**config.mk**
```make
export PLATFORM = sky130hd
export DESIGN_NAME = uart_tx_top
export DESIGN_NICKNAME = d
export VERILOG_FILES = /design/src/logic/uart_bus_pkg.sv /design/src/logic/uart_line_pkg.sv /design/src/logic/uart_regs.sv /design/src/logic/uart_tx_fifo.sv /design/src/logic/uart_tx_serializer.sv /design/src/logic/uart_tx_top.sv
export SDC_FILE = /design/constraint.sdc
export NUM_CORES = 1
export LEC_CHECK = 0
export BUFFER_PORTS_ARGS = -buffer_cell sky130_fd_sc_hd__buf_2
export CAP_MARGIN = 20
export CORE_MARGIN = 4
export CORE_UTILIZATION = 40
export DETAILED_ROUTE_END_ITERATION = 8
export GPL_TIMING_DRIVEN = 0
export PLACE_DENSITY = 0.61
export SLEW_MARGIN = 30
export SYNTH_ARGS = -nofsm -noshare
export SYNTH_HDL_FRONTEND = slang
export SYNTH_SLANG_ARGS = --single-unit
```
**constraint.sdc**
```tcl
create_clock -name clk_i -period 3.3 [get_ports clk_i]
set_clock_uncertainty 0.15 [all_clocks]
set_input_delay 0 -clock clk_i [delete_from_list [all_inputs] [get_ports clk_i]]
set_output_delay 0 -clock clk_i [all_outputs]
set_load 0.05 [all_outputs]
```
**src/logic/uart_bus_pkg.sv**
```systemverilog
package uart_bus_pkg;

  ////////////////////////////////////////////////////////////////////////////
  // Register bus geometry
  ////////////////////////////////////////////////////////////////////////////

  localparam int unsigned BusAddrWidth = 5;   // Byte address into the block
  localparam int unsigned BusDataWidth = 32;  // Full bus word
  localparam int unsigned RegWidth     = 8;   // Every UART register is one byte
  localparam int unsigned WordIdxWidth = 3;   // Address bits 4 down to 2

  ////////////////////////////////////////////////////////////////////////////
  // Register offsets as word index
  ////////////////////////////////////////////////////////////////////////////

  // Bank selected by DLAB clear
  localparam logic [WordIdxWidth-1:0] THR_OFFSET = 3'd0;  // Transmit holding
  localparam logic [WordIdxWidth-1:0] IER_OFFSET = 3'd1;

  // Bank selected by DLAB set, same slots as THR and IER
  localparam logic [WordIdxWidth-1:0] DLL_OFFSET = 3'd0;  // Divisor low byte
  localparam logic [WordIdxWidth-1:0] DLM_OFFSET = 3'd1;  // Divisor high byte

  // Visible in both banks
  localparam logic [WordIdxWidth-1:0] LCR_OFFSET = 3'd3;
  localparam logic [WordIdxWidth-1:0] LSR_OFFSET = 3'd5;  // Read only
  localparam logic [WordIdxWidth-1:0] SPR_OFFSET = 3'd7;  // Scratch

endpackage

```
**src/logic/uart_line_pkg.sv**
```systemverilog
package uart_line_pkg;

  ////////////////////////////////////////////////////////////////////////////
  // Line control and status bits
  ////////////////////////////////////////////////////////////////////////////

  // LCR fields
  localparam int unsigned LcrDlabBit   = 7;  // Divisor latch access
  localparam int unsigned LcrParityBit = 3;  // Even parity bit appended when set

  // LSR fields, built live from FIFO and serializer state
  localparam int unsigned LsrThreBit = 5;  // Holding FIFO empty
  localparam int unsigned LsrTemtBit = 6;  // FIFO empty and line idle

  ////////////////////////////////////////////////////////////////////////////
  // Transmit buffering and baud
  ////////////////////////////////////////////////////////////////////////////

  localparam int unsigned TxFifoDepth    = 4;  // Entries, power of two
  localparam int unsigned TxFifoPtrWidth = 2;  // log2 of the depth

  // DLM concatenated with DLL
  localparam int unsigned DivisorWidth = 16;

  // Each serial bit holds for divisor plus one clock cycles
  // Frame is start, eight data bits LSB first, optional parity, one stop

endpackage

```
**src/logic/uart_regs.sv**
```systemverilog
`timescale 1ns/1ps

module uart_regs (
  input  logic                                   clk_i,
  input  logic                                   reset_i,
  // Request phase
  input  logic                                   bus_req_i,
  input  logic                                   bus_we_i,
  input  logic [uart_bus_pkg::BusAddrWidth-1:0]  bus_addr_i,
  input  logic [uart_bus_pkg::BusDataWidth-1:0]  bus_wdata_i,
  output logic                                   bus_gnt_o,
  // Response phase, one cycle after grant
  output logic                                   bus_rvalid_o,
  output logic [uart_bus_pkg::BusDataWidth-1:0]  bus_rdata_o,
  output logic                                   bus_err_o,
  // Toward the transmit path
  output logic                                   push_valid_o,
  output logic [uart_bus_pkg::RegWidth-1:0]      push_data_o,
  output logic [uart_line_pkg::DivisorWidth-1:0] divisor_o,
  output logic                                   parity_en_o,
  input  logic                                   fifo_full_i,
  input  logic                                   fifo_empty_i,
  input  logic                                   tx_busy_i
);

  logic [uart_bus_pkg::RegWidth-1:0]     ier_q, lcr_q, dll_q, dlm_q, spr_q;
  logic [uart_bus_pkg::RegWidth-1:0]     lsr;      // Live status, never stored
  logic [uart_bus_pkg::RegWidth-1:0]     rd_byte;
  logic [uart_bus_pkg::WordIdxWidth-1:0] word_d, word_q;
  logic                                  req_q, we_q;  // Held for the response
  logic                                  w_err_d, w_err_q;
  logic                                  r_err;
  logic                                  dlab;
  logic                                  thr_sel;
  logic                                  ier_we, lcr_we, dll_we, dlm_we, spr_we;

  ////////////////////////////////////////////////////////////////////////////
  // Request phase decode
  ////////////////////////////////////////////////////////////////////////////

  assign bus_gnt_o = bus_req_i;  // Never stalls
  assign word_d    = bus_addr_i[uart_bus_pkg::WordIdxWidth+1:2];  // 32-bit aligned
  assign dlab      = lcr_q[uart_line_pkg::LcrDlabBit];

  always_comb begin
    thr_sel = 1'b0;
    ier_we  = 1'b0;
    lcr_we  = 1'b0;
    dll_we  = 1'b0;
    dlm_we  = 1'b0;
    spr_we  = 1'b0;
    w_err_d = 1'b0;
    if (bus_req_i && bus_we_i) begin
      if (!dlab) begin  // Data bank
        case (word_d)
          uart_bus_pkg::THR_OFFSET: thr_sel = 1'b1;
          uart_bus_pkg::IER_OFFSET: ier_we  = 1'b1;
          uart_bus_pkg::LCR_OFFSET: lcr_we  = 1'b1;
          uart_bus_pkg::SPR_OFFSET: spr_we  = 1'b1;
          default:                  w_err_d = 1'b1;  // LSR or hole
        endcase
      end else begin  // Divisor bank
        case (word_d)
          uart_bus_pkg::DLL_OFFSET: dll_we  = 1'b1;
          uart_bus_pkg::DLM_OFFSET: dlm_we  = 1'b1;
          uart_bus_pkg::LCR_OFFSET: lcr_we  = 1'b1;  // Needed to leave DLAB
          uart_bus_pkg::SPR_OFFSET: spr_we  = 1'b1;
          default:                  w_err_d = 1'b1;
        endcase
      end
      // Full FIFO drops the byte and flags it
      if (thr_sel && fifo_full_i) begin
        w_err_d = 1'b1;
      end
    end
  end

  assign push_valid_o = thr_sel & ~fifo_full_i;  // FIFO takes it on the next edge
  assign push_data_o  = bus_wdata_i[uart_bus_pkg::RegWidth-1:0];

  ////////////////////////////////////////////////////////////////////////////
  // Storage
  ////////////////////////////////////////////////////////////////////////////

  always_ff @(posedge clk_i) begin
    if (reset_i) begin
      ier_q   <= '0;
      lcr_q   <= '0;
      dll_q   <= 8'd1;  // Divisor starts at 1
      dlm_q   <= '0;
      spr_q   <= '0;
      req_q   <= 1'b0;
      we_q    <= 1'b0;
      word_q  <= '0;
      w_err_q <= 1'b0;
    end else begin
      if (ier_we) ier_q <= bus_wdata_i[uart_bus_pkg::RegWidth-1:0];
      if (lcr_we) lcr_q <= bus_wdata_i[uart_bus_pkg::RegWidth-1:0];
      if (dll_we) dll_q <= bus_wdata_i[uart_bus_pkg::RegWidth-1:0];
      if (dlm_we) dlm_q <= bus_wdata_i[uart_bus_pkg::RegWidth-1:0];
      if (spr_we) spr_q <= bus_wdata_i[uart_bus_pkg::RegWidth-1:0];
      req_q   <= bus_req_i;
      we_q    <= bus_we_i;
      word_q  <= word_d;
      w_err_q <= w_err_d;
    end
  end

  ////////////////////////////////////////////////////////////////////////////
  // Response phase
  ////////////////////////////////////////////////////////////////////////////

  always_comb begin
    lsr = '0;
    lsr[uart_line_pkg::LsrThreBit] = fifo_empty_i;
    lsr[uart_line_pkg::LsrTemtBit] = fifo_empty_i & ~tx_busy_i;  // Nothing left to send
  end

  // No receive path so a read of slot 0 with DLAB clear errors
  always_comb begin
    rd_byte = '0;
    r_err   = 1'b0;
    if (req_q && !we_q) begin
      case (word_q)
        uart_bus_pkg::IER_OFFSET: rd_byte = dlab ? dlm_q : ier_q;
        uart_bus_pkg::LCR_OFFSET: rd_byte = lcr_q;
        uart_bus_pkg::LSR_OFFSET: rd_byte = lsr;
        uart_bus_pkg::SPR_OFFSET: rd_byte = spr_q;
        uart_bus_pkg::DLL_OFFSET: begin
          rd_byte = dlab ? dll_q : '0;
          r_err   = ~dlab;
        end
        default:                  r_err   = 1'b1;
      endcase
    end
  end

  assign bus_rvalid_o = req_q;
  assign bus_rdata_o  = {{(uart_bus_pkg::BusDataWidth-uart_bus_pkg::RegWidth){1'b0}}, rd_byte};
  assign bus_err_o    = w_err_q | r_err;  // Writes zero data by construction
  assign divisor_o    = {dlm_q, dll_q};
  assign parity_en_o  = lcr_q[uart_line_pkg::LcrParityBit];

  // Accepted THR write lands in the FIFO by the next edge
  a_push_lands: assert property (@(posedge clk_i) disable iff (reset_i)
    push_valid_o |=> !fifo_empty_i);

endmodule

```
**src/logic/uart_tx_fifo.sv**
```systemverilog
`timescale 1ns/1ps

module uart_tx_fifo (
  input  logic       clk_i,
  input  logic       reset_i,
  input  logic       push_valid_i,
  input  logic [7:0] push_data_i,
  input  logic       tx_ack_i,
  output logic       fifo_full_o,
  output logic       fifo_empty_o,
  output logic       tx_req_o,
  output logic [7:0] tx_data_o
);

  logic [7:0]                              mem_q [uart_line_pkg::TxFifoDepth];
  logic [uart_line_pkg::TxFifoPtrWidth-1:0] wr_ptr_q, rd_ptr_q;  // Wrap naturally
  logic [uart_line_pkg::TxFifoPtrWidth:0]   count_q;
  logic                                     req_q;
  logic                                     open_q;  // Handshake cycle in progress
  logic                                     pop;

  assign pop          = req_q & tx_ack_i;  // Byte taken by the serializer
  assign fifo_empty_o = (count_q == '0);
  assign fifo_full_o  =
    (count_q == (uart_line_pkg::TxFifoPtrWidth+1)'(uart_line_pkg::TxFifoDepth));

  ////////////////////////////////////////////////////////////////////////////
  // Circular buffer
  ////////////////////////////////////////////////////////////////////////////

  always_ff @(posedge clk_i) begin
    if (push_valid_i) begin
      mem_q[wr_ptr_q] <= push_data_i;
    end
  end

  always_ff @(posedge clk_i) begin
    if (reset_i) begin
      wr_ptr_q <= '0;
      rd_ptr_q <= '0;
      count_q  <= '0;
    end else begin
      if (push_valid_i) wr_ptr_q <= wr_ptr_q + 1'b1;
      if (pop)          rd_ptr_q <= rd_ptr_q + 1'b1;
      case ({push_valid_i, pop})
        2'b10:   count_q <= count_q + 1'b1;
        2'b01:   count_q <= count_q - 1'b1;
        default: count_q <= count_q;  // Both or neither
      endcase
    end
  end

  ////////////////////////////////////////////////////////////////////////////
  // Four-phase pop side
  ////////////////////////////////////////////////////////////////////////////

  always_ff @(posedge clk_i) begin
    if (reset_i) begin
      req_q  <= 1'b0;
      open_q <= 1'b0;
    end else if (!open_q && !tx_ack_i && !fifo_empty_o) begin
      req_q  <= 1'b1;  // Open a new cycle
      open_q <= 1'b1;
    end else if (pop) begin
      req_q  <= 1'b0;
    end else if (open_q && !req_q && !tx_ack_i) begin
      open_q <= 1'b0;  // Ack returned low, cycle closed
    end
  end

  assign tx_req_o  = req_q;
  assign tx_data_o = mem_q[rd_ptr_q];  // Head entry, untouched until pop

  // Full check lives in the register block
  a_no_push_full: assert property (@(posedge clk_i) disable iff (reset_i)
    push_valid_i |-> !fifo_full_o);

  a_data_stable: assert property (@(posedge clk_i) disable iff (reset_i)
    tx_req_o |=> !tx_req_o || $stable(tx_data_o));

endmodule

```
**src/logic/uart_tx_serializer.sv**
```systemverilog
`timescale 1ns/1ps

module uart_tx_serializer (
  input  logic                                   clk_i,
  input  logic                                   reset_i,
  input  logic                                   tx_req_i,
  input  logic [7:0]                             tx_data_i,
  input  logic [uart_line_pkg::DivisorWidth-1:0] divisor_i,
  input  logic                                   parity_en_i,
  output logic                                   tx_ack_o,
  output logic                                   tx_busy_o,
  output logic                                   tx_o
);

  logic [10:0]                            shift_q;  // Frame image, LSB on the line
  logic [uart_line_pkg::DivisorWidth-1:0] baud_cnt_q;
  logic [3:0]                             bit_cnt_q;
  logic [3:0]                             last_bit_q;  // Index of the stop bit
  logic                                   ack_q;
  logic                                   busy_q;
  logic                                   take;
  logic                                   baud_tick;
  logic                                   parity;

  assign parity    = ^tx_data_i;  // Even parity over the data byte
  assign take      = tx_req_i & ~ack_q & ~busy_q;  // Only when idle
  assign baud_tick = busy_q & (baud_cnt_q == divisor_i);  // End of a bit

  ////////////////////////////////////////////////////////////////////////////
  // Ack side of the handshake
  ////////////////////////////////////////////////////////////////////////////

  // Runs on its own so ack can drop mid-frame
  always_ff @(posedge clk_i) begin
    if (reset_i) begin
      ack_q <= 1'b0;
    end else if (take) begin
      ack_q <= 1'b1;
    end else if (ack_q && !tx_req_i) begin
      ack_q <= 1'b0;
    end
  end

  ////////////////////////////////////////////////////////////////////////////
  // Frame shifter
  ////////////////////////////////////////////////////////////////////////////

  always_ff @(posedge clk_i) begin
    if (reset_i) begin
      shift_q    <= '1;  // Line idles high
      baud_cnt_q <= '0;
      bit_cnt_q  <= '0;
      last_bit_q <= '0;
      busy_q     <= 1'b0;
    end else if (take) begin
      // Parity slot doubles as a second stop level when unused
      shift_q    <= {1'b1, parity_en_i ? parity : 1'b1, tx_data_i, 1'b0};
      last_bit_q <= parity_en_i ? 4'd10 : 4'd9;
      baud_cnt_q <= '0;
      bit_cnt_q  <= '0;
      busy_q     <= 1'b1;
    end else if (busy_q) begin
      if (baud_tick) begin
        baud_cnt_q <= '0;
        shift_q    <= {1'b1, shift_q[10:1]};  // Refill with idle level
        bit_cnt_q  <= bit_cnt_q + 1'b1;
        if (bit_cnt_q == last_bit_q) begin
          busy_q <= 1'b0;  // Stop bit done
        end
      end else begin
        baud_cnt_q <= baud_cnt_q + 1'b1;
      end
    end
  end

  assign tx_o      = shift_q[0];
  assign tx_ack_o  = ack_q;
  assign tx_busy_o = busy_q;

  // New request from the FIFO only once ack is back low
  a_req_after_ack: assert property (@(posedge clk_i) disable iff (reset_i)
    $rose(tx_req_i) |-> !tx_ack_o);

endmodule

```
**src/logic/uart_tx_top.sv**
```systemverilog
`timescale 1ns/1ps

module uart_tx_top (
  input  logic                                  clk_i,
  input  logic                                  reset_i,
  input  logic                                  bus_req_i,
  input  logic                                  bus_we_i,
  input  logic [uart_bus_pkg::BusAddrWidth-1:0] bus_addr_i,
  input  logic [uart_bus_pkg::BusDataWidth-1:0] bus_wdata_i,
  output logic                                  bus_gnt_o,
  output logic                                  bus_rvalid_o,
  output logic [uart_bus_pkg::BusDataWidth-1:0] bus_rdata_o,
  output logic                                  bus_err_o,
  output logic                                  tx_o
);

  // Push path, registers into FIFO
  logic       push_valid, fifo_full, fifo_empty;
  logic [7:0] push_data;
  // Pop path, FIFO into serializer
  logic       tx_req, tx_ack, tx_busy;
  logic [7:0] tx_data;
  // Line settings
  logic [uart_line_pkg::DivisorWidth-1:0] divisor;
  logic                                   parity_en;

  uart_regs i_regs (
    .clk_i, .reset_i, .bus_req_i, .bus_we_i, .bus_addr_i, .bus_wdata_i,
    .bus_gnt_o, .bus_rvalid_o, .bus_rdata_o, .bus_err_o,
    .push_valid_o (push_valid), .push_data_o (push_data),
    .divisor_o    (divisor),    .parity_en_o (parity_en),
    .fifo_full_i  (fifo_full),  .fifo_empty_i (fifo_empty), .tx_busy_i (tx_busy)
  );

  uart_tx_fifo i_fifo (
    .clk_i, .reset_i, .push_valid_i (push_valid), .push_data_i (push_data),
    .tx_ack_i (tx_ack), .fifo_full_o (fifo_full), .fifo_empty_o (fifo_empty),
    .tx_req_o (tx_req), .tx_data_o (tx_data)
  );

  uart_tx_serializer i_serializer (
    .clk_i, .reset_i, .tx_req_i (tx_req), .tx_data_i (tx_data),
    .divisor_i (divisor), .parity_en_i (parity_en),
    .tx_ack_o (tx_ack), .tx_busy_o (tx_busy), .tx_o
  );

endmodule

```
==> Word-level counts from Yosys, hierarchy flattened <==
Memories as Yosys holds them, arrays and structs flattened. A register that Yosys moved wholly into a read port is not among the register bits.
Cells that the tools add are included.
{ "word_totals": {"register_bits": 91, "ramBits": 32, "mem_count": 1} }
{ "mem_list": {"columns": ["memory", "words", "word_bits", "rd", "rd_ports_with_merged_regs", "wr", "line_no", "text"], "rows": [
  ["i_fifo.mem_q", 4, 8, 1, 1, 1, "uart_tx_fifo.sv:15", "logic [7:0] mem_q [uart_line_pkg::TxFifoDepth];"]
]} }
{ "op_classes": {"n_addsub": 6, "n_eq_ne": 13, "mux": 45, "bitwise": 12, "n_reduce_logical": 30} }
{ "ops": {"columns": ["operator", "n"], "rows": [
  ["one-hot mux 8 bit (5 select lines)", 1],
  ["two-way mux 1 bit", 32],
  ["two-way mux 10 bit", 3],
  ["two-way mux 8 bit", 3],
  ["adder 16 x 1 -> 16 bit (second input constant)", 1],
  ["== test 16 bit", 1],
  ["two-way mux 16 bit", 1],
  ["== test 3 bit (second input constant)", 4],
  ["nonzero test 2 bit", 6],
  ["zero test 3 bit", 3],
  ["logical AND 1 bit", 8],
  ["OR reduction 4 bit", 2],
  ["parity 8 bit", 1],
  ["bitwise AND 1 bit", 6],
  ["== test 3 x 1 -> 1 bit (second input constant)", 2],
  ["== test 3 x 2 -> 1 bit (second input constant)", 2],
  ["two-way mux 2 bit", 3],
  ["one-hot mux 3 bit (2 select lines)", 1],
  ["AND reduction 2 bit", 3],
  ["zero test 1 bit", 5],
  ["NOT 1 bit", 5],
  ["adder 2 x 1 -> 2 bit (second input constant)", 2],
  ["adder 4 x 1 -> 4 bit (second input constant)", 1],
  ["== test 4 bit", 1],
  ["8 further kinds", 9]
]} }

==> Depth between registers and ports, before layout <==
{ "depth": {"word_depth": 8, "mapped_depth": 10, "mapped_depth_nobuf": 10} }

==> Hierarchy <==
A second synthesis with hierarchy kept.
{ "unflattened": {"cells_unflattened": 610, "hier_area_um2": 5948.2} }
{ "by_module_without_submodules": {"columns": ["module", "instances", "cells_per_inst", "area_each_um2"], "rows": [
  ["uart_regs", 1, 305, 2519.9],
  ["uart_tx_serializer", 1, 207, 1757.9],
  ["uart_tx_fifo", 1, 98, 1670.4]
]} }

==> Worst setup path after synthesis <==
No wires, ideal clock.
{ "synth_timing": {"kind": "register to register", "startpoint": "reg i_regs.lcr_q[7] in the netlist's numbering", "endpoint": "reg i_fifo.count_q[2] in the netlist's numbering", "setup_time_ns": 0.070, "arrival_time_ns": 2.126, "required_time_ns": 3.080, "path_slack_ns": 0.954, "path_stages_with_launch": 11, "period_less_slack_ns": 2.346, "cell_sequence": "dfxtp_1 > clkbuf_1 > nor4_1 > and2_1 > inv_2 > ha_1 > inv_1 > fa_1 > xor2_1 > or3_1 > a21oi_1"} }
{ "synth_between": {"elab_chain_len": 6, "word_cells_on_any_way": 8, "cone_classes": "2 x eq/ne; 4 x mux; 1 x bitwise; 1 x reduce/logical"} }
{ "synth_lines": {"columns": ["item", "line_no", "text"], "rows": [
  ["start: declaration", "uart_regs.sv:26", "logic [uart_bus_pkg::RegWidth-1:0] ier_q, lcr_q, dll_q, dlm_q, spr_q;"],
  ["start signal: assignment", "uart_regs.sv:98", "if (lcr_we) lcr_q <= bus_wdata_i[uart_bus_pkg::RegWidth-1:0];"],
  ["two-way mux 1 bit (*)", "uart_regs.sv:54", "if (!dlab) begin"],
  ["two-way mux 1 bit (*) (2 in a row)", "uart_regs.sv:53", "if (bus_req_i && bus_we_i) begin"],
  ["bitwise AND 1 bit (*)", "uart_regs.sv:78", "assign push_valid_o = thr_sel & ~fifo_full_i;"],
  ["== test 2 x 1 -> 1 bit or == test 2 bit (tied branches)", "uart_tx_fifo.sv:45", "case ({push_valid_i, pop})"],
  ["one-hot mux 3 bit (2 select lines) or nonzero test 2 bit (tied branches)", null, null],
  ["end signal: assignment", "uart_tx_fifo.sv:46", "2'b10: count_q <= count_q + 1'b1;"],
  ["end signal: assignment", "uart_tx_fifo.sv:47", "2'b01: count_q <= count_q - 1'b1;"],
  ["end signal: assignment", "uart_tx_fifo.sv:48", "default: count_q <= count_q;"],
  ["end: declaration", "uart_tx_fifo.sv:17", "logic [uart_line_pkg::TxFifoPtrWidth:0] count_q;"]
]} }
Mark *: on every way between the ends. The rest lies on a longest branch, timed or not. The select of a mux whose other input is x is not followed.
A chain may end at the register's enable or synchronous reset.

==> Worst setup path in the final report <==
Same ends and word-level chain as after synthesis.

==> impl_metrics.py <==
metrics = {
    "place": {
        "post-dp-hpwl_um": 9140,
        "placed_area_um2": 5990,
        "gp_congestion": 0.817,
        "dp_cells": 759,
        "pre_cts_slack_ns": 0.494,
        "portBuffers": 24,
    },
    "synth": {
        "synth_top_family_by_area": "simple AND/OR/NAND/NOR gates",
        "synth.mux.area_fraction_pct": 11.7,
        "yosys_warnings": 0,
        "synth_seq_area_share_pct": 50.3,
        "synth_compound_area_share_pct": 7.87,
        "synth_area_leader_cell": "dfxtp_1",
        "ys_ff_latch": 124,
        "yosys.area_share.simple_pct": 14.5,
        "synth_edf_count": 32,
        "synth-adder-area-share_pct": 1.93,
        "ys_types": 48,
        "synth_top_area_share_pct": 33.1,
        "synth_xor_area_share_pct": 7.53,
        "synthTopCellsByArea": "dfxtp_1, edfxtp_1, mux2i_1",
        "synth_area_um2": 5570,
        "syn_inst": 536,
        "syn_avg_cell_area_um2": 10.4,
        "synthArstFlopShare_pct": 0,
        "ys.flop_type": "dfxtp_1",
    },
    "die": {
        "core-area_um2": 13500,
        "die_h_um": 126,
        "ioPinCount": 77,
        "fp.dieArea_um2": 15900,
        "initial_core_util_pct": 41.4,
        "row_count": 42,
        "dieWidth_um": 126,
    },
    "drt": {
        "dr_wl_met2_um": 5870,
        "met3_length_um": 709,
        "wl_met1_um": 6130,
        "viasPerCell": 5.04,
        "num_vias": 4055,
        "remaining_drc_errors": 0,
        "dr.max_layer_used": "met4",
        "wl_per_cell_um": 16.0,
        "drt_iter0_drc": 278,
        "routed_wl_um": 12900,
        "drtAntennaViolNets": 0,
        "drtPass1Iterations": 7,
    },
    "timing": {
        "tns_ns": 0,
        "setup_violations": 0,
        "holdWs_ns": 0.213,
        "worst_pin_slew_ns": 0.950,
        "slew_viol_final": 0,
        "layout_setup_ws_ns": 0.452,
        "fin_crit_ns": 2.85,
        "period_share_pct": 86.3,
        "slew_headroom_pct": 36.3,
        "hold_viol": 0,
        "rsz0062_at_grt": "false",
        "fmax_mhz": 351,
    },
    "cts": {
        "cts.repair.resized": 0,
        "clk_path_buf_depth": 2,
        "cts_tree": "yes",
        "cts_root_buf": "clkbuf_16",
        "cts-htree-levels": 4,
        "clk_pin_slew_ns": 0.06,
        "postCtsSetupBuffers": 0,
        "cts_sinks": 124,
        "clk_latency_ns": 0.42,
        "numCtsBuffers": 17,
        "ctsHoldBuffers": 14,
    },
    "power": {
        "p_clk_share_pct": 49.9,
        "power_frac_comb_pct": 6.3,
        "powerDensity_nw_per_um2": 538,
        "p_int_mw": 2.75,
        "ir_worst_vdd_mv": 0.383,
        "switching_power_uw": 859,
        "seqPwrFrac_pct": 43.9,
        "swShare_pct": 23.8,
        "leakage_nw": 2.75,
        "power_mw": 3.61,
    },
    "layout": {
        "drive_gt1_share_pct": 15.6,
        "most-common-layout-cells": "nor2_1, dfxtp_1, mux2i_1",
        "fin_nets": 665,
        "stdcell_count": 805,
        "diodes": 0,
        "fin_util_pct": 49.9,
        "final_common_cell": "nor2_1",
        "area_growth_pct": 20.5,
        "stdcell_area_um2": 6710,
    },
    "setup_path": {
        "cp-start-kind": "register",
        "path_max_fanout": 6,
        "worstPathCellList": "clkbuf_1 > nor4_1 > and2_1 > inv_2 > ha_1 > inv_1 > fa_1 > xor2_1 > or3_1 > a21oi_1",
        "endpoint_kind": "register",
        "path_class": "register to register",
        "max_stage_delay_ns": 0.78,
        "worstPathRequired_ns": 3.49,
        "cp.buffers_inverters": 3,
        "crit_slowest_cell": "nor4_1",
        "crit_family": "simple AND/OR/NAND/NOR gates",
        "cp.arrival_ns": 3.04,
    },
    "status": {
        "status": "finished, final reports clean",
    },
    "grt": {
        "grtUsageTotal_pct": 16.9,
        "grt_overflow": 0,
        "antenna_found_initial": 0,
        "grt_pass1_wl_um": 20700,
        "grt_pass1_vias": 3938,
        "grt_max_degree": 17,
    },
    "hold_path": {
        "hold_class": "primary input to register",
    },
    "run": {
        "max_cap_viol_count": 0,
    },
}
## synthesized netlist by cell type, types with 9 or more instances
master    number
o21bai_1       9
clkbuf_1      19
nand3_1        9
xor2_1        22
nand2_1       21
mux2i_1       45
a21oi_1       30
a31o_1         9
buf_4         25
nor2_1        97
xnor2_1       24
edfxtp_1      32
dfxtp_1       92
inv_1         11
## layout make-up
cell class	count	area [um2]
Buffer	49	289
Clock buffer	17	425
Clock inverter	15	149
Fill cell	1234	6750
Inverter	12	45.0
Multi-Input combinational cell	374	2520
Sequential cell	124	2800
Tap cell	176	220
Timing Repair Buffer	38	260
## cells by family after synthesis
group | Yosys count
other | 1
buffers and inverters | 61
XOR/XNOR | 47
AND/OR/NAND/NOR | 173
flip-flops | 124
AO/OA/AOI/OAI | 67
adder cells (fa/ha/maj) | 8
multiplexers | 55
## metal layers
| layer | up-vias | GRT usage [%] |
|---|---|---|
| met5 | - | 0 |
| met4 | 0 | 6.25 |
| met2 | 108 | 26.3 |
| met3 | 13 | 4.53 |
| li1 | 1976 | - |
| met1 | 1958 | 22.6 |
## worst min-delay path, cell delays in order
cell and delay [ns]:
dlygate4sd3_1 0.53, buf_2 0.11, nor2b_1 0.10
## final timing paths
path	startpoint	endpoint	slack, ns	depth (start not counted)
max reg2reg	i_regs.lcr_q[7]	i_fifo.count_q[2]	0.45	10
min	bus_we_i	i_regs.we_q	0.21	3
min reg2reg	i_serializer.last_bit_q[1]	i_serializer.last_bit_q[1]	0.32	2
max	i_regs.lcr_q[7]	i_fifo.count_q[2]	0.45	10
## flip-flops by register name, summed over array words and instances, names as in the netlist, 2 cells and up, named ones only
register and flops:
i_fifo.mem_q 32, i_regs.dlm_q 8, i_fifo.wr_ptr_q 2, i_regs.lcr_q 8
i_regs.dll_q 8, i_serializer.bit_cnt_q 4, i_serializer.last_bit_q 3, i_serializer.baud_cnt_q 16
i_fifo.rd_ptr_q 2, i_fifo.count_q 3, i_regs.ier_q 8, i_regs.word_q 3
i_serializer.shift_q 10, i_regs.spr_q 8
## power groups by stage
stage          Clock [mW]  Combinational, mW  Sequential (mW)
2_1_floorplan           0              0.158             1.62
3_3_place_gp            0              0.209             1.61
3_5_place_dp            0              0.212             1.61
4_1_cts              1.83              0.225             1.58
5_1_grt              1.89              0.243             1.58
6_report             1.80              0.226             1.58
Note: power is estimated with default switching activity, not from simulation.
